<file path="src/hw/fadd_pkg.sv">
// ##############################
// fadd package
// internal 33-bit float word format, rounding and logic codes,
// special-value constants and the two-way operand view
// ##############################
`default_nettype none

package fadd_pkg;

  // word geometry
  localparam int WORD_W = 33;
  localparam int EXP_W  = 9;
  localparam int FRAC_W = 23;
  localparam int MANT_W = 24;
  // mantissa plus guard and round, sticky kept apart
  localparam int EXT_W  = 26;

  // exponent codes, 0 is zero and there are no denormals
  localparam logic [EXP_W-1:0] EXP_INF = 9'h1fe;
  localparam logic [EXP_W-1:0] EXP_NAN = 9'h1ff;
  localparam logic [EXP_W-1:0] EXP_MAX = 9'h1fd;

  // canonical nan, sign set, top and bottom fraction bits set
  localparam logic [WORD_W-1:0] NAN_WORD = {1'b1, 1'b1, 8'hff, 23'h400001};

  // rounding modes, unlisted codes truncate
  localparam logic [2:0] RND_TRUNC = 3'd0;
  localparam logic [2:0] RND_EVEN  = 3'd2;
  localparam logic [2:0] RND_UP    = 3'd5;
  localparam logic [2:0] RND_DOWN  = 3'd6;

  // bitwise op select
  localparam logic [1:0] LOGIC_AND  = 2'd0;
  localparam logic [1:0] LOGIC_OR   = 2'd1;
  localparam logic [1:0] LOGIC_XOR  = 2'd2;
  localparam logic [1:0] LOGIC_ANDN = 2'd3;

  // float fields for the arithmetic, raw bits for logic ops and copy
  typedef union packed {
    struct packed {
      logic              exp_hi;
      logic              sign;
      logic [7:0]        exp_lo;
      logic [FRAC_W-1:0] frac;
    } fp;
    logic [WORD_W-1:0] raw;
  } fp_word_u;

endpackage

`default_nettype wire
</file>
<file path="src/hw/fadd_top.sv">
// ##############################
// fadd top level
// two-stage float add/sub with special cases and logic ops
// ##############################
`timescale 1ns/1ps
`default_nettype none

module fadd_top (
  input  wire                           clk,
  input  wire                           rst,
  input  wire  [fadd_pkg::WORD_W-1:0]   a,
  input  wire  [fadd_pkg::WORD_W-1:0]   b,
  input  wire                           sub,
  input  wire  [2:0]                    rmode,
  input  wire                           en,
  input  wire                           copy_a,
  input  wire                           logic_en,
  input  wire  [1:0]                    logic_sel,
  output logic [fadd_pkg::WORD_W-1:0]   res,
  output logic                          res_valid
);

  logic                          spec_hit;
  logic [fadd_pkg::WORD_W-1:0]   spec_res;
  logic                          next_sign, big_sign, eff_sub, small_sticky;
  logic [fadd_pkg::EXP_W-1:0]    big_exp;
  logic [fadd_pkg::MANT_W-1:0]   big_mant;
  logic [fadd_pkg::EXT_W-1:0]    small_ext;
  logic                          s1_valid, rnd_zero, rnd_even, rnd_inc;

  fadd_special u_special (
    .clk(clk), .rst(rst), .a(a), .b(b), .sub(sub),
    .copy_a(copy_a), .logic_en(logic_en), .logic_sel(logic_sel),
    .spec_hit(spec_hit), .spec_res(spec_res)
  );

  fadd_align u_align (
    .clk(clk), .rst(rst), .a(a), .b(b), .sub(sub),
    .next_sign(next_sign), .big_sign(big_sign), .big_exp(big_exp),
    .big_mant(big_mant), .small_ext(small_ext), .small_sticky(small_sticky),
    .eff_sub(eff_sub)
  );

  fadd_round_ctrl u_round_ctrl (
    .clk(clk), .rst(rst), .en(en), .rmode(rmode), .next_sign(next_sign),
    .s1_valid(s1_valid), .rnd_zero(rnd_zero), .rnd_even(rnd_even), .rnd_inc(rnd_inc)
  );

  fadd_norm_round u_norm_round (
    .clk(clk), .rst(rst), .s1_valid(s1_valid),
    .spec_hit(spec_hit), .spec_res(spec_res),
    .big_sign(big_sign), .big_exp(big_exp), .big_mant(big_mant),
    .small_ext(small_ext), .small_sticky(small_sticky), .eff_sub(eff_sub),
    .rnd_zero(rnd_zero), .rnd_even(rnd_even), .rnd_inc(rnd_inc),
    .res(res), .res_valid(res_valid)
  );

endmodule

`default_nettype wire

</file>
<file path="src/hw/fadd_norm_round.sv">
// ##############################
// fadd normalize and round stage
// mantissa add/sub, normalize, round, range clamp,
// final result register
// ##############################
`timescale 1ns/1ps
`default_nettype none

module fadd_norm_round (
  input  wire                           clk,
  input  wire                           rst,
  input  wire                           s1_valid,
  input  wire                           spec_hit,
  input  wire  [fadd_pkg::WORD_W-1:0]   spec_res,
  input  wire                           big_sign,
  input  wire  [fadd_pkg::EXP_W-1:0]    big_exp,
  input  wire  [fadd_pkg::MANT_W-1:0]   big_mant,
  input  wire  [fadd_pkg::EXT_W-1:0]    small_ext,
  input  wire                           small_sticky,
  input  wire                           eff_sub,
  input  wire                           rnd_zero,
  input  wire                           rnd_even,
  input  wire                           rnd_inc,
  output logic [fadd_pkg::WORD_W-1:0]   res,
  output logic                          res_valid
);

  // carry, hidden, fraction, guard, round, sticky
  logic [fadd_pkg::EXT_W+1:0]    big_x, small_x, sum, norm;
  logic [4:0]                    lz;
  logic [fadd_pkg::MANT_W-1:0]   mant;
  logic                          guard, sticky, round_up, rnd_carry;
  logic [fadd_pkg::MANT_W:0]     rm;
  logic [fadd_pkg::FRAC_W-1:0]   frac;
  logic signed [10:0]            e_norm, e_fin;
  logic [fadd_pkg::WORD_W-1:0]   arith;

  assign big_x   = {1'b0, big_mant, 3'b000};
  assign small_x = {1'b0, small_ext, small_sticky};

  // big is never smaller in magnitude, so a subtract stays non-negative
  assign sum = eff_sub ? big_x - small_x : big_x + small_x;

  // leading zero count, 28 when the sum is zero
  always_comb begin
    lz = 5'(fadd_pkg::EXT_W + 2);
    for (int i = 0; i < fadd_pkg::EXT_W + 2; i++) begin
      if (sum[i]) begin
        lz = 5'(fadd_pkg::EXT_W + 1 - i);
      end
    end
  end

  // leading one lands in the top bit, carry-out case included
  assign norm   = sum << lz;
  assign mant   = norm[fadd_pkg::EXT_W+1:4];
  assign guard  = norm[3];
  assign sticky = |norm[2:0];
  assign e_norm = {2'b00, big_exp} + 11'd1 - {6'b000000, lz};

  assign round_up = ~rnd_zero & ((rnd_inc & (guard | sticky)) |
                                 (rnd_even & guard & (sticky | mant[0])));

  assign rm        = {1'b0, mant} + {{fadd_pkg::MANT_W{1'b0}}, round_up};
  assign rnd_carry = rm[fadd_pkg::MANT_W];
  // an all-ones mantissa rounds to 1.0 at the next exponent
  assign frac  = rnd_carry ? rm[fadd_pkg::MANT_W-1:1] : rm[fadd_pkg::FRAC_W-1:0];
  assign e_fin = e_norm + {10'd0, rnd_carry};

  always_comb begin
    if (sum == '0) begin
      arith = '0;
    end else if (e_fin > $signed({2'b00, fadd_pkg::EXP_MAX})) begin
      arith = {fadd_pkg::EXP_INF[8], big_sign, fadd_pkg::EXP_INF[7:0],
               {fadd_pkg::FRAC_W{1'b0}}};
    end else if (e_fin < 11'sd1) begin
      arith = '0;
    end else begin
      arith = {e_fin[8], big_sign, e_fin[7:0], frac};
    end
  end

  always_ff @(posedge clk) begin
    if (rst) begin
      res       <= '0;
      res_valid <= 1'b0;
    end else begin
      res_valid <= s1_valid;
      if (s1_valid) begin
        res <= spec_hit ? spec_res : arith;
      end
    end
  end

endmodule

`default_nettype wire

</file>
<file path="src/hw/fadd_round_ctrl.sv">
// ##############################
// fadd rounding control
// mode and result sign into registered round controls,
// also holds the stage-1 valid bit
// ##############################
`timescale 1ns/1ps
`default_nettype none

module fadd_round_ctrl (
  input  wire        clk,
  input  wire        rst,
  input  wire        en,
  input  wire  [2:0] rmode,
  input  wire        next_sign,
  output logic       s1_valid,
  output logic       rnd_zero,
  output logic       rnd_even,
  output logic       rnd_inc
);

  logic zero_c, even_c, inc_c;

  always_comb begin
    zero_c = 1'b0;
    even_c = 1'b0;
    inc_c  = 1'b0;
    case (rmode)
      fadd_pkg::RND_TRUNC: zero_c = 1'b1;
      fadd_pkg::RND_EVEN:  even_c = 1'b1;
      // toward +inf, magnitude grows only when positive
      fadd_pkg::RND_UP: begin
        inc_c  = ~next_sign;
        zero_c = next_sign;
      end
      fadd_pkg::RND_DOWN: begin
        inc_c  = next_sign;
        zero_c = ~next_sign;
      end
      default: zero_c = 1'b1;
    endcase
  end

  always_ff @(posedge clk) begin
    if (rst) begin
      s1_valid <= 1'b0;
      rnd_zero <= 1'b1;
      rnd_even <= 1'b0;
      rnd_inc  <= 1'b0;
    end else begin
      s1_valid <= en;
      rnd_zero <= zero_c;
      rnd_even <= even_c;
      rnd_inc  <= inc_c;
    end
  end

endmodule

`default_nettype wire

</file>
<file path="src/hw/fadd_align.sv">
// ##############################
// fadd alignment stage
// swaps operands by magnitude and shifts the smaller
// mantissa right with guard, round and sticky
// ##############################
`timescale 1ns/1ps
`default_nettype none

module fadd_align (
  input  wire                           clk,
  input  wire                           rst,
  input  wire  [fadd_pkg::WORD_W-1:0]   a,
  input  wire  [fadd_pkg::WORD_W-1:0]   b,
  input  wire                           sub,
  output logic                          next_sign,
  output logic                          big_sign,
  output logic [fadd_pkg::EXP_W-1:0]    big_exp,
  output logic [fadd_pkg::MANT_W-1:0]   big_mant,
  output logic [fadd_pkg::EXT_W-1:0]    small_ext,
  output logic                          small_sticky,
  output logic                          eff_sub
);

  fadd_pkg::fp_word_u             ua;
  fadd_pkg::fp_word_u             ub;
  logic [fadd_pkg::EXP_W-1:0]     a_exp, b_exp;
  logic [fadd_pkg::EXP_W-1:0]     big_e, small_e, diff;
  logic [fadd_pkg::MANT_W-1:0]    a_mant, b_mant, big_m, small_m;
  logic                           a_s, b_s, a_big;
  logic [4:0]                     sh;
  logic [2*fadd_pkg::EXT_W-1:0]   wide;

  assign ua.raw = a;
  assign ub.raw = b;
  assign a_exp  = {ua.fp.exp_hi, ua.fp.exp_lo};
  assign b_exp  = {ub.fp.exp_hi, ub.fp.exp_lo};
  assign a_mant = {1'b1, ua.fp.frac};
  assign b_mant = {1'b1, ub.fp.frac};
  assign a_s    = ua.fp.sign;
  assign b_s    = ub.fp.sign ^ sub;

  // exponent then fraction, ties keep a as the big operand
  assign a_big = {a_exp, ua.fp.frac} >= {b_exp, ub.fp.frac};

  assign big_e   = a_big ? a_exp : b_exp;
  assign small_e = a_big ? b_exp : a_exp;
  assign big_m   = a_big ? a_mant : b_mant;
  assign small_m = a_big ? b_mant : a_mant;
  assign diff    = big_e - small_e;

  // saturate, a shift of EXT_W already pushes everything into sticky
  assign sh = (diff > 9'(fadd_pkg::EXT_W)) ? 5'(fadd_pkg::EXT_W) : diff[4:0];

  assign wide = {small_m, {(fadd_pkg::EXT_W-fadd_pkg::MANT_W){1'b0}},
                 {fadd_pkg::EXT_W{1'b0}}} >> sh;

  assign next_sign = a_big ? a_s : b_s;

  always_ff @(posedge clk) begin
    if (rst) begin
      big_sign <= 1'b0;
      eff_sub  <= 1'b0;
    end else begin
      big_sign <= next_sign;
      eff_sub  <= a_s ^ b_s;
    end
  end

  always_ff @(posedge clk) begin
    big_exp      <= big_e;
    big_mant     <= big_m;
    small_ext    <= wide[2*fadd_pkg::EXT_W-1:fadd_pkg::EXT_W];
    small_sticky <= |wide[fadd_pkg::EXT_W-1:0];
  end

endmodule

`default_nettype wire

</file>
<file path="src/hw/fadd_special.sv">
// ##############################
// fadd special-case stage
// copy, bitwise ops and nan / inf / zero operands,
// registered hit flag and result word
// ##############################
`timescale 1ns/1ps
`default_nettype none

module fadd_special (
  input  wire                            clk,
  input  wire                            rst,
  input  wire  [fadd_pkg::WORD_W-1:0]    a,
  input  wire  [fadd_pkg::WORD_W-1:0]    b,
  input  wire                            sub,
  input  wire                            copy_a,
  input  wire                            logic_en,
  input  wire  [1:0]                     logic_sel,
  output logic                           spec_hit,
  output logic [fadd_pkg::WORD_W-1:0]    spec_res
);

  fadd_pkg::fp_word_u           ua;
  fadd_pkg::fp_word_u           ub;
  logic [fadd_pkg::EXP_W-1:0]   a_exp;
  logic [fadd_pkg::EXP_W-1:0]   b_exp;
  logic                         a_s, b_s;
  logic                         a_nan, b_nan, a_inf, b_inf, a_zero, b_zero;
  logic                         hit;
  logic [fadd_pkg::WORD_W-1:0]  word;

  assign ua.raw = a;
  assign ub.raw = b;
  assign a_exp  = {ua.fp.exp_hi, ua.fp.exp_lo};
  assign b_exp  = {ub.fp.exp_hi, ub.fp.exp_lo};

  // effective signs, sub flips b
  assign a_s = ua.fp.sign;
  assign b_s = ub.fp.sign ^ sub;

  assign a_nan  = a_exp == fadd_pkg::EXP_NAN;
  assign b_nan  = b_exp == fadd_pkg::EXP_NAN;
  assign a_inf  = a_exp == fadd_pkg::EXP_INF;
  assign b_inf  = b_exp == fadd_pkg::EXP_INF;
  assign a_zero = a_exp == '0;
  assign b_zero = b_exp == '0;

  // first matching rule wins
  always_comb begin
    hit  = 1'b1;
    word = a;
    if (copy_a) begin
      word = a;
    end else if (logic_en) begin
      case (logic_sel)
        fadd_pkg::LOGIC_AND:  word = ua.raw & ub.raw;
        fadd_pkg::LOGIC_OR:   word = ua.raw | ub.raw;
        fadd_pkg::LOGIC_XOR:  word = ua.raw ^ ub.raw;
        fadd_pkg::LOGIC_ANDN: word = ua.raw & ~ub.raw;
        default:              word = ua.raw & ub.raw;
      endcase
    end else if (a_nan || b_nan || (a_inf && b_inf && (a_s != b_s))) begin
      word = fadd_pkg::NAN_WORD;
    end else if (a_inf || b_inf) begin
      word = {fadd_pkg::EXP_INF[8], a_inf ? a_s : b_s, fadd_pkg::EXP_INF[7:0],
              {fadd_pkg::FRAC_W{1'b0}}};
    end else if (a_zero && b_zero) begin
      // opposite zeros cancel to +0
      word = (a_s == b_s) ? a : '0;
    end else if (b_zero) begin
      word = a;
    end else if (a_zero) begin
      word = {ub.fp.exp_hi, b_s, ub.fp.exp_lo, ub.fp.frac};
    end else begin
      hit = 1'b0;
    end
  end

  always_ff @(posedge clk) begin
    if (rst) begin
      spec_hit <= 1'b0;
    end else begin
      spec_hit <= hit;
    end
  end

  always_ff @(posedge clk) begin
    spec_res <= word;
  end

endmodule

`default_nettype wire

</file>
<file path="config.mk">
export PLATFORM = sky130hd
export DESIGN_NAME = fadd_top
export DESIGN_NICKNAME = d
export VERILOG_FILES = /design/src/hw/fadd_pkg.sv /design/src/hw/fadd_top.sv /design/src/hw/fadd_norm_round.sv /design/src/hw/fadd_round_ctrl.sv /design/src/hw/fadd_align.sv /design/src/hw/fadd_special.sv
export SDC_FILE = /design/constraint.sdc
export NUM_CORES = 1
export LEC_CHECK = 0
export BUFFER_PORTS_ARGS = -buffer_cell sky130_fd_sc_hd__buf_2
export CAP_MARGIN = 0
export CORE_MARGIN = 2
export CORE_UTILIZATION = 30
export DETAILED_ROUTE_END_ITERATION = 10
export PLACE_DENSITY = 0.56
export SKIP_LAST_GASP = 1
export SYNTH_ARGS = -nofsm -noshare
export SYNTH_HDL_FRONTEND = slang
export SYNTH_SLANG_ARGS = --single-unit
export TNS_END_PERCENT = 10
</file>
<file path="constraint.sdc">
create_clock -name clk -period 18.1 [get_ports clk]
set_input_delay 2.715 -clock clk [delete_from_list [all_inputs] [get_ports clk]]
set_output_delay 2.715 -clock clk [all_outputs]
set_load 0.01 [all_outputs]
</file>
==> results of run 1 <==
[worst register-to-register path, delay by kind of cell, from the launching register on]
| kind | cells | cell delay, ns |
|---|---|---|
| xor+xnor | 1 | 0.24 |
| flops | 1 | 0.33 |
| buf+inv | 4 | 0.62 |
| simple gates | 15 | 3.85 |
| compound gates | 21 | 5.04 |
| fa+ha+maj | 6 | 1.89 |
[power breakdown]
part | total [mW] | internal [mW] | switching, mW | leakage, nW
clock | 0.381 | 0.247 | 0.134 | 0.310
sequential | 0.344 | 0.323 | 0.0206 | 1.10
combinational | 0.912 | 0.299 | 0.613 | 6.01
total | 1.64 | 0.869 | 0.767 | 7.42
[per-layer routing]
| layer | GRT usage [%] | vias up |
|---|---|---|
| li1 | - | 8590 |
| met1 | 32.3 | 8680 |
| met2 | 36.0 | 873 |
| met3 | 3.69 | 112 |
| met4 | 8.24 | 2 |
| met5 | 0 | - |
[metrics by stage]
step                hold WS, ns  cell area [sq um]  setup WS [ns]
global placement          0.474              17400           6.56
finish                    0.480              18000           6.06
CTS                       0.485              18000           6.21
floorplan                 0.443              16400           8.53
detailed placement        0.476              17400           6.27
global route              0.511              18000           4.97
[layout make-up]
type / count / area (sq um) / area share (%)
Tap cell: 696 / 871 / 4.83
Sequential cell: 133 / 2660 / 14.8
Clock buffer: 19 / 443 / 2.45
Clock inverter: 11 / 198 / 1.10
Multi-Input combinational cell: 1907 / 12600 / 69.6
Timing Repair Buffer: 131 / 708 / 3.92
Inverter: 161 / 604 / 3.35
Antenna cell: 1 / 2.50 / 0.0139
[sequential cells by signal (all words and copies together), names as in the netlist, 9 cells and up]
register            count
u_special.spec_res     33
u_align.small_ext      26
u_align.big_mant       23
u_align.big_exp         9
u_norm_round.res       33
[cells in the final DEF (no fill, tap or decap), types with 22 or more instances in the layout]
cell type and count:
mux2i_1 35, a21oi_1 220, a22oi_1 26, nor4_1 30, o21ai_0 189, a2bb2oi_1 22, or3_1 24, o22ai_1 31
o211ai_1 29, nand2_1 242, nor2b_1 27, ha_1 134, nor3_1 74, dfxtp_1 132, inv_1 155, buf_2 110
nand3_1 51, xor2_1 52, nor2_1 211, xnor2_1 37, a211oi_1 57, nand4_1 29
[cells in the mapped netlist (20+ instances only)]
cell	count	area, sq um
a211oi_1	57	428
a21oi_1	220	1100
a22oi_1	26	195
a2bb2oi_1	22	193
buf_2	31	155
clkbuf_1	99	372
dfxtp_1	133	2660
ha_1	136	1700
inv_1	155	582
mux2i_1	35	350
nand2_1	242	908
nand3_1	51	255
nand4_1	29	181
nor2_1	212	796
nor2b_1	28	175
nor3_1	74	370
nor4_1	30	188
o211ai_1	29	218
o21ai_0	189	946
o22ai_1	31	194
o31ai_1	20	150
or3_1	24	150
xnor2_1	37	324
xor2_1	52	455
[final timing paths]
| path | from | end | cells past startpoint |
|---|---|---|---|
| min | u_norm_round.res[20] | u_norm_round.res[20] | 2 |
| min reg2reg | u_norm_round.res[20] | u_norm_round.res[20] | 2 |
| max | u_align.small_ext[6] | u_norm_round.res[9] | 47 |
| max reg2reg | u_align.small_ext[6] | u_norm_round.res[9] | 47 |
[cells by family after synthesis]
group	count (synthesis)	share of synthesized area, %
compound gates	816	33.5
xor+xnor	91	5.01
fa+ha+maj	138	10.6
buf+inv	307	7.44
flops	133	16.2
mux	52	3.41
simple gates	810	23.9
==> metrics.txt, run 1 <==
outcome finished, final reports clean; topmost layer with routed signal wires met5; I/O pins 111; post_cts resized 0; final slew viol count 0; met3 wire len 5400 um; routed length on met1 30200 um; PwrDens 90.7 nW/um^2; vias post-DR 18300; Setup CP Type reg -> reg; routed len/inst 21.9 um; vias in the first global route 17000; CTS Buffer Depth 2; Netlist cell types 112; setup_tns 0 ns; CTS Sinks 133; fill cell count 5810; Area Overhead vs Synth 9.86%; CP endpoint kind register; Post-Syn Area per Cell 7.00 sq um; Inst Count DP 3028; initial antenna violation count 3; Final min period 12.04 ns; synthesized instance count 2347; ys async rst share 0%; max frequency 0.0830 GHz; DRC viols 0; Post-synth EDFFs 0; Max VDD drop 0.0701 mV; most frequent CP cell a21oi_1; Site Rows 85; clock skew 0.0136 ns; total power 1.64 mW; Hold Path Class reg -> reg; largest net degree at the start of global routing 73; Clock Pin Slew Worst Setup and Hold Paths 0.06 ns; TritonCTS Buffers 17; CTS tree done; worst-skew pair later-pin latency 0.45 ns; layout cells sized above 1 10.3%; port bufs 110; CTS root buffer clkbuf_16; Setup Buffers After CTS 0; CP max FO 35; Worst EP arrival 12.40 ns; wire length on met2 29100 um; Buf+Inv Stages, Crit Path 4; Via-to-Cell Ratio 5.97; Max Cap Viol 0; main flop type after synthesis dfxtp_1; Leak 7.42 nW; Starting Density 30.4%; Routability Congestion 0.988; Detail Placement HPWL 52600 um; Nets 2566; Starting DRT DRC Count 1841; TritonRoute pass-1 iters 6; hold_buf cts 0; Final period util 66.5%; worst path required time 18.46 ns; die area 56600 sq um; number of synthesized register bits 133; # setup viols final 0; Synthesized Nets 2562; Tot GR Track Use 23.2%; post-layout util 33.4%; Chip Width 238 um; Setup crit start kind register; Critical-path top delay cell a2111oi_2; total grt overflow 0; final hold violations 0; core area 54000 sq um; R2R Setup Slk 6.06 ns; first-pass GRT wire length 103000 um; share of the yosys chip area belonging to registers 16.2%; Post-Syn Area 16400 sq um; H-tree Lvls 4; Crit path max-delay family compound AO/OA/AOI/OAI gates; drt total wl 66900 um; Max-slew headroom 25.8%; RSZ-0062 raised after global routing false; die height 238 um; non-filler instance count after layout 3059; CP max stage delay 0.71 ns; Tightest Pin Transition 1.10 ns; Final ANT Viol Nets 0; YS warnings 0
No activity file was read; power rests on OpenSTA's default activity.
==> run 2: changes to the inputs <==
--- a/config.mk
+++ b/config.mk
@@ -5,6 +5,7 @@
 export SDC_FILE = /design/constraint.sdc
 export NUM_CORES = 1
 export LEC_CHECK = 0
+export ABC_AREA = 1
 export BUFFER_PORTS_ARGS = -buffer_cell sky130_fd_sc_hd__buf_2
 export CAP_MARGIN = 0
 export CORE_MARGIN = 2
==> constraint.sdc (replaced) <==
create_clock -name clk -period 11.17 [get_ports clk]
set_input_delay 1.6755 -clock clk [delete_from_list [all_inputs] [get_ports clk]]
set_output_delay 1.6755 -clock clk [all_outputs]
set_load 0.01 [all_outputs]
==> run 2 against run 1 <==
Effect of this change: non-clock buffer count down 4; via count shrank 2.6%; clock skew is 0.0045 ns higher; wire length decreased by 12%; largest cell class unchanged; sequential cell count is the same; synthesized cell count is 12% higher.
==> metrics.txt, run 2 <==
final hold violations 0 (unchanged); max frequency 0.103 GHz (+24%); Starting DRT DRC Count 1688 (-8.3%); Tot GR Track Use 21.1% (-2.1 points); vias in the first global route 16000 (-5.8%); placed cell areas 16800 sq um (-3.3%); YS warnings 0 (unchanged); Comb power frac 52.6% (-3.1 points); fill cell count 5843 (+0.57%); clock skew 0.0181 ns (+0.00447 ns); commonest non-fill, non-tap cell in the layout nand2_1; Final ANT Viol Nets 0 (unchanged); Post-Syn Area per Cell 6.05 sq um (-14%); initial antenna violation count 5 (+2); Reg power frac 22.8% (+1.8 points); Starting Density 30.2% (-0.18 points); Tightest Pin Transition 1.02 ns (-0.0785 ns); Final period util 86.8% (+20 points); reg2reg path depth 73 (+55%); Post-Syn Area 15900 sq um (-3.5%); Pint 1.27 mW (+46%); Critical-path top delay cell nand2_4; Worst EP arrival 10.02 ns (-2.38 ns); PwrDens 139 nW/um^2 (+53%); CTS root buffer clkbuf_16; total grt overflow 0 (unchanged); TritonCTS Buffers 17 (unchanged); synthesized instance count 2621 (+12%); Max-slew headroom 31.7% (+6.0 points); H-tree Lvls 4 (unchanged); main flop type after synthesis dfxtp_1; outcome finished, final reports clean; CP endpoint kind register; die height 234 um (-1.7%); Synthesized Nets 2836 (+11%); Yosys top cell by area dfxtp_1; # setup viols final 0 (unchanged); core area 52400 sq um (-2.9%); cell area after layout 17500 sq um (-3.3%); layout cells sized above 1 10.9% (+0.66 points); Leak 8.42 nW (+13%); drt total wl 58700 um (-12%); Area Overhead vs Synth 10.1%; Sw Ratio 47.6% (+0.75 points); Clock Pin Slew Worst Setup and Hold Paths 0.06 ns (about the same); most frequent CP cell nand2_1; Final min period 9.70 ns (-2.34 ns); port bufs 110 (unchanged); synth top area cells dfxtp_1 17%, nand2_1 14%, nand3_1 11%, ha_1 11%, inv_1 7.5%; first-pass GRT wire length 91000 um (-11%); Routability Congestion 0.960 (-2.9%); Nets 2860 (+11%); Setup CP Type reg -> reg; DP Worst Slack 1.58 ns (-4.69 ns); I/O pins 111 (unchanged); Chip Width 234 um (-1.7%); CTS Sinks 133 (unchanged); Max VDD drop 0.0993 mV (+42%); number of synthesized register bits 133 (unchanged); post_cts resized 0 (unchanged); routed len/inst 17.5 um (-20%); Netlist cell types 62 (-45%); worst hold stages 2 (unchanged); total power 2.43 mW (+48%); biggest regs u_norm_round.res (33), u_special.spec_res (33), u_align.small_ext (26); top cells by count, synth 594 x nand2_1, 344 x nand3_1, 317 x inv_1; DRC viols 0 (unchanged); commonest non-fill, non-tap cells in the layout 594 x nand2_1, 343 x nand3_1, 316 x inv_1; Via-to-Cell Ratio 5.31 (-11%); CTS Buffer Depth 2 (unchanged); most common cell in the netlist nand2_1; die area 54700 sq um (-3.4%); share of the yosys chip area belonging to registers 16.8% (+0.59 points); Detail Placement HPWL 45700 um (-13%); setup_tns 0 ns (unchanged); Hold Path Class reg -> reg; ys async rst share 0% (unchanged); Post-synth EDFFs 0 (unchanged); CP max FO 31 (-11%); worst path required time 11.49 ns (-6.97 ns); Setup Buffers After CTS 0 (unchanged); largest net degree at the start of global routing 83 (+14%); clock network fraction of total power 24.6% (+1.3 points); vias post-DR 17800 (-2.6%); final slew viol count 0 (unchanged); Site Rows 84 (-1.2%); worst-skew pair later-pin latency 0.43 ns (-0.02 ns); CP max stage delay 0.50 ns (-0.21 ns); total net switching power 1.16 mW (+51%); TritonRoute pass-1 iters 6 (unchanged); hold_buf cts 0 (unchanged); CTS tree done; Max Cap Viol 0 (unchanged); RSZ-0062 raised after global routing false; area share of the largest cell type after synthesis 16.8% (+0.59 points); Setup crit start kind register; setup slack after layout 1.47 ns (-4.59 ns)
==> run 2: cell count changes after synthesis, sizes merged, moves of 37 or more <==
cell / delta
nand2: +382
nand3: +317
inv: +175
a211oi: -57
nor3: -46
mux2i: -39
nor2: -37
==> run 2: final timing paths <==
| check | start | to | slack [ns] |
|---|---|---|---|
| worst min-delay path | u_norm_round.res[28] | u_norm_round.res[28] | 0.47 |
| worst min register to register | u_norm_round.res[28] | u_norm_round.res[28] | 0.47 |
| worst max register to register | u_align.small_ext[4] | u_norm_round.res[18] | 1.47 |
| worst max-delay path | u_align.small_ext[4] | u_norm_round.res[18] | 1.47 |
==> run 2: final cells by class <==
| type | count | area [sq um] | area share, % |
|---|---|---|---|
| multi-input combinational | 2025 | 11300 | 65.0 |
| sequential | 133 | 2660 | 15.3 |
| inverter | 341 | 1280 | 7.33 |
| tap | 688 | 861 | 4.93 |
| timing repair buffer | 127 | 678 | 3.88 |
| clock buffer | 18 | 439 | 2.52 |
| clock inverter | 14 | 185 | 1.06 |
| antenna | 1 | 2.50 | 0.0143 |
==> run 2: stage by stage <==
stage	util, %	instances	hold WS [ns]
2_1_floorplan	-	2621	0.442
3_3_place_gp	32.1	3314	0.456
3_5_place_dp	32.1	3314	0.456
4_1_cts	33.3	3346	0.466
5_1_grt	33.3	3347	0.490
6_report	33.3	3347	0.465
==> run 2: kinds of logic after synthesis <==
kind of cell | synth area share, %
xor gates and xnor gates | 2.31
adders and majority gates | 11.0
buffers and inverters | 11.7
and+or+nand+nor | 36.8
AOI/OAI and AO/OA | 21.4
DFF | 16.8
==> run 2: metal layers <==
layer | share of wire, % | global-route usage (%) | vias up | wire, um
li1 | - | - | 8874 | -
met1 | 47 | 30.4 | 8105 | 27400
met2 | 43 | 32.3 | 705 | 25100
met3 | 7.0 | 1.91 | 90 | 4120
met4 | 3.4 | 7.87 | 0 | 2000
met5 | 0 | 0 | - | 0
==> run 2: power by group through the flow <==
stage               clock network, mW  registers, mW  logic (mW)
global placement                    0          0.564        1.26
floorplan                           0          0.553       0.924
finish                          0.596          0.554        1.28
detailed placement                  0          0.565        1.25
CTS                             0.601          0.555        1.26
global route                    0.619          0.558        1.43
==> run 2: worst max-delay path, delay by kind of cell (launching register included) <==
family | cells | cell delay (ns)
flops | 1 | 0.32
fa+ha+maj | 6 | 1.56
xor+xnor | 2 | 0.38
simple gates | 45 | 4.81
compound gates | 10 | 1.69
buf+inv | 10 | 0.76
==> run 3: changes to the inputs <==
--- a/config.mk
+++ b/config.mk
@@ -5,7 +5,6 @@
 export SDC_FILE = /design/constraint.sdc
 export NUM_CORES = 1
 export LEC_CHECK = 0
-export ABC_AREA = 1
 export BUFFER_PORTS_ARGS = -buffer_cell sky130_fd_sc_hd__buf_2
 export CAP_MARGIN = 0
 export CORE_MARGIN = 2
==> run 3 against run 2 <==
Effect of this change: count of clock-buffer cells in the layout unchanged; critical path depth decreased by 32; cell count decreased by 7.9%; die area increased by 3.6%; sequential share of layout area decreased by 0.70 points; clock skew decreased by 0.0072 ns; largest cell class unchanged.
==> metrics.txt, run 3 (synthesis results as in run 1) <==
Worst EP arrival 10.83 ns (+0.81 ns); biggest regs u_norm_round.res (33), u_special.spec_res (33), u_align.small_ext (26); Detail Placement HPWL 54400 um (+19%); DRC viols 0 (unchanged); H-tree Lvls 4 (unchanged); die area 56600 sq um (+3.6%); CTS Sinks 133 (unchanged); layout cells sized above 1 11.7% (+0.75 points); Chip Width 238 um (+1.8%); Starting Density 30.4% (+0.18 points); Via-to-Cell Ratio 5.94 (+12%); outcome finished, final reports clean; WHS 0.484 ns (+0.0181 ns); min-delay src u_norm_round.res[29]; largest net degree at the start of global routing 67 (-19%); Crit Reg-Reg Startpoint u_align.small_ext[11]; CP max stage delay 0.61 ns (+0.11 ns); vias post-DR 18300 (+3.0%); Max-slew headroom 25.4% (-6.4 points); post-layout util 33.9% (+0.59 points); commonest non-fill, non-tap cell in the layout nand2_1; Starting DRT DRC Count 1863 (+10%); first-pass GRT wire length 104000 um (+14%); CTS Buffer Depth 2 (unchanged); core area 54000 sq um (+3.0%); worst path required time 11.55 ns (+0.06 ns); Setup Buffers After CTS 0 (unchanged); Max VDD drop 0.118 mV (+19%); CTS tree done; Final period util 93.6% (+6.7 points); total power 2.67 mW (+10%); routed len/inst 22.2 um (+27%); Setup CP Type reg -> reg; worst hold stages 2 (unchanged); CTS root buffer clkbuf_16; Tot GR Track Use 23.6% (+2.6 points); CP max FO 12 (-61%); sink of the worst hold path u_norm_round.res[29]; port bufs 110 (unchanged); cell area after layout 18300 sq um (+4.8%); TritonCTS Buffers 17 (unchanged); PwrDens 146 nW/um^2 (+5.0%); most frequent CP cell nor2_1; reg2reg path depth 41 (-44%); Nets 2587 (-9.5%); reg-to-reg endpoint u_norm_round.res[12]; # setup viols final 0 (unchanged); die height 238 um (+1.8%); Site Rows 85 (+1.2%); Setup crit start kind register; placed cell areas 17600 sq um (+4.3%); CP endpoint kind register; Area Overhead vs Synth 11.4%; clock skew 0.0109 ns (-0.00720 ns); drt total wl 68500 um (+17%); post_cts resized 0 (unchanged); R2R Setup Slk 0.72 ns (-0.75 ns); Final min period 10.45 ns (+0.750 ns); Max Cap Viol 0 (unchanged); initial antenna violation count 6 (+1); TritonRoute pass-1 iters 8 (+2); Leak 7.53 nW (-11%); total grt overflow 0 (unchanged); commonest non-fill, non-tap cells in the layout 242 x nand2_1, 220 x a21oi_1, 211 x nor2_1; max frequency 0.0957 GHz (-7.2%); Hold Path Class reg -> reg; final slew viol count 0 (unchanged); hold_buf cts 0 (unchanged); I/O pins 111 (unchanged); worst-skew pair later-pin latency 0.47 ns (+0.04 ns); Routability Congestion 0.989 (+3.1%); vias in the first global route 17100 (+6.7%); Critical-path top delay cell or4b_1; fill cell count 5824 (-0.33%); final hold violations 0 (unchanged); Final ANT Viol Nets 0 (unchanged); Tightest Pin Transition 1.11 ns (+0.0900 ns); Clock Pin Slew Worst Setup and Hold Paths 0.07 ns (about the same)
## run 3: cell types whose count changed in the layout (fill, tap and decap cells not counted), sizes merged, moves of 24 or more
cell | previous run | this run
a211oi | 1 | 58
a21oi | 185 | 221
buf | 127 | 151
inv | 339 | 165
mux2i | 0 | 39
nand2 | 625 | 243
nand3 | 371 | 54
nor2 | 177 | 214
nor2b | 0 | 28
nor3 | 29 | 75
o21ai | 228 | 196
or3 | 0 | 25
xnor2 | 7 | 39
## run 3: worst max path at each step
stage | start | end | slack [ns] | cells after the start
CTS | u_align.small_ext[11] | u_norm_round.res[12] | 0.31 | 47
finish | u_align.small_ext[11] | u_norm_round.res[12] | 0.72 | 41
floorplan | u_align.small_ext[4] | u_norm_round.res[2] | 1.60 | 45
global placement | u_align.small_ext[11] | u_norm_round.res[12] | 0.74 | 47
global route | u_align.small_ext[11] | u_norm_round.res[12] | -0.003 | 41
detailed placement | u_align.small_ext[11] | u_norm_round.res[12] | 0.34 | 47
## run 3: power breakdown
group / internal (mW) / switching, mW / leakage [nW]
Clock: 0.362 / 0.244 / 0.298
Sequential: 0.523 / 0.0391 / 1.10
Combinational: 0.501 / 1.00 / 6.12
## run 3: layer usage
layer	track usage, %	part of all wire [%]
met5	0	0
met4	9.89	3.9
met3	3.68	7.5
met2	36.5	44
met1	32.6	45
## run 3: worst max-delay path, delay by kind of cell (launching register included)
family	cells	cell delay (ns)
flops	1	0.34
xor+xnor	1	0.24
compound gates	18	4.10
fa+ha+maj	4	1.42
buf+inv	6	0.89
simple gates	12	3.36
## run 3: cell type report
cell class	instances	area [sq um]	area share, %
inverter	161	604	3.30
antenna	2	5.00	0.0273
tap	696	871	4.76
multi-input combinational	1908	12700	69.2
clock buffer	18	439	2.40
timing repair buffer	151	858	4.69
sequential	133	2660	14.6
clock inverter	14	188	1.03
## run 3: stage by stage
step           instances  setup WS (ns)  setup TNS [ns]
2_1_floorplan       2347           1.60               0
4_1_cts             3080          0.312               0
3_3_place_gp        3048          0.745               0
3_5_place_dp        3048          0.341               0
6_report            3083          0.719               0
5_1_grt             3081       -0.00285        -0.00337
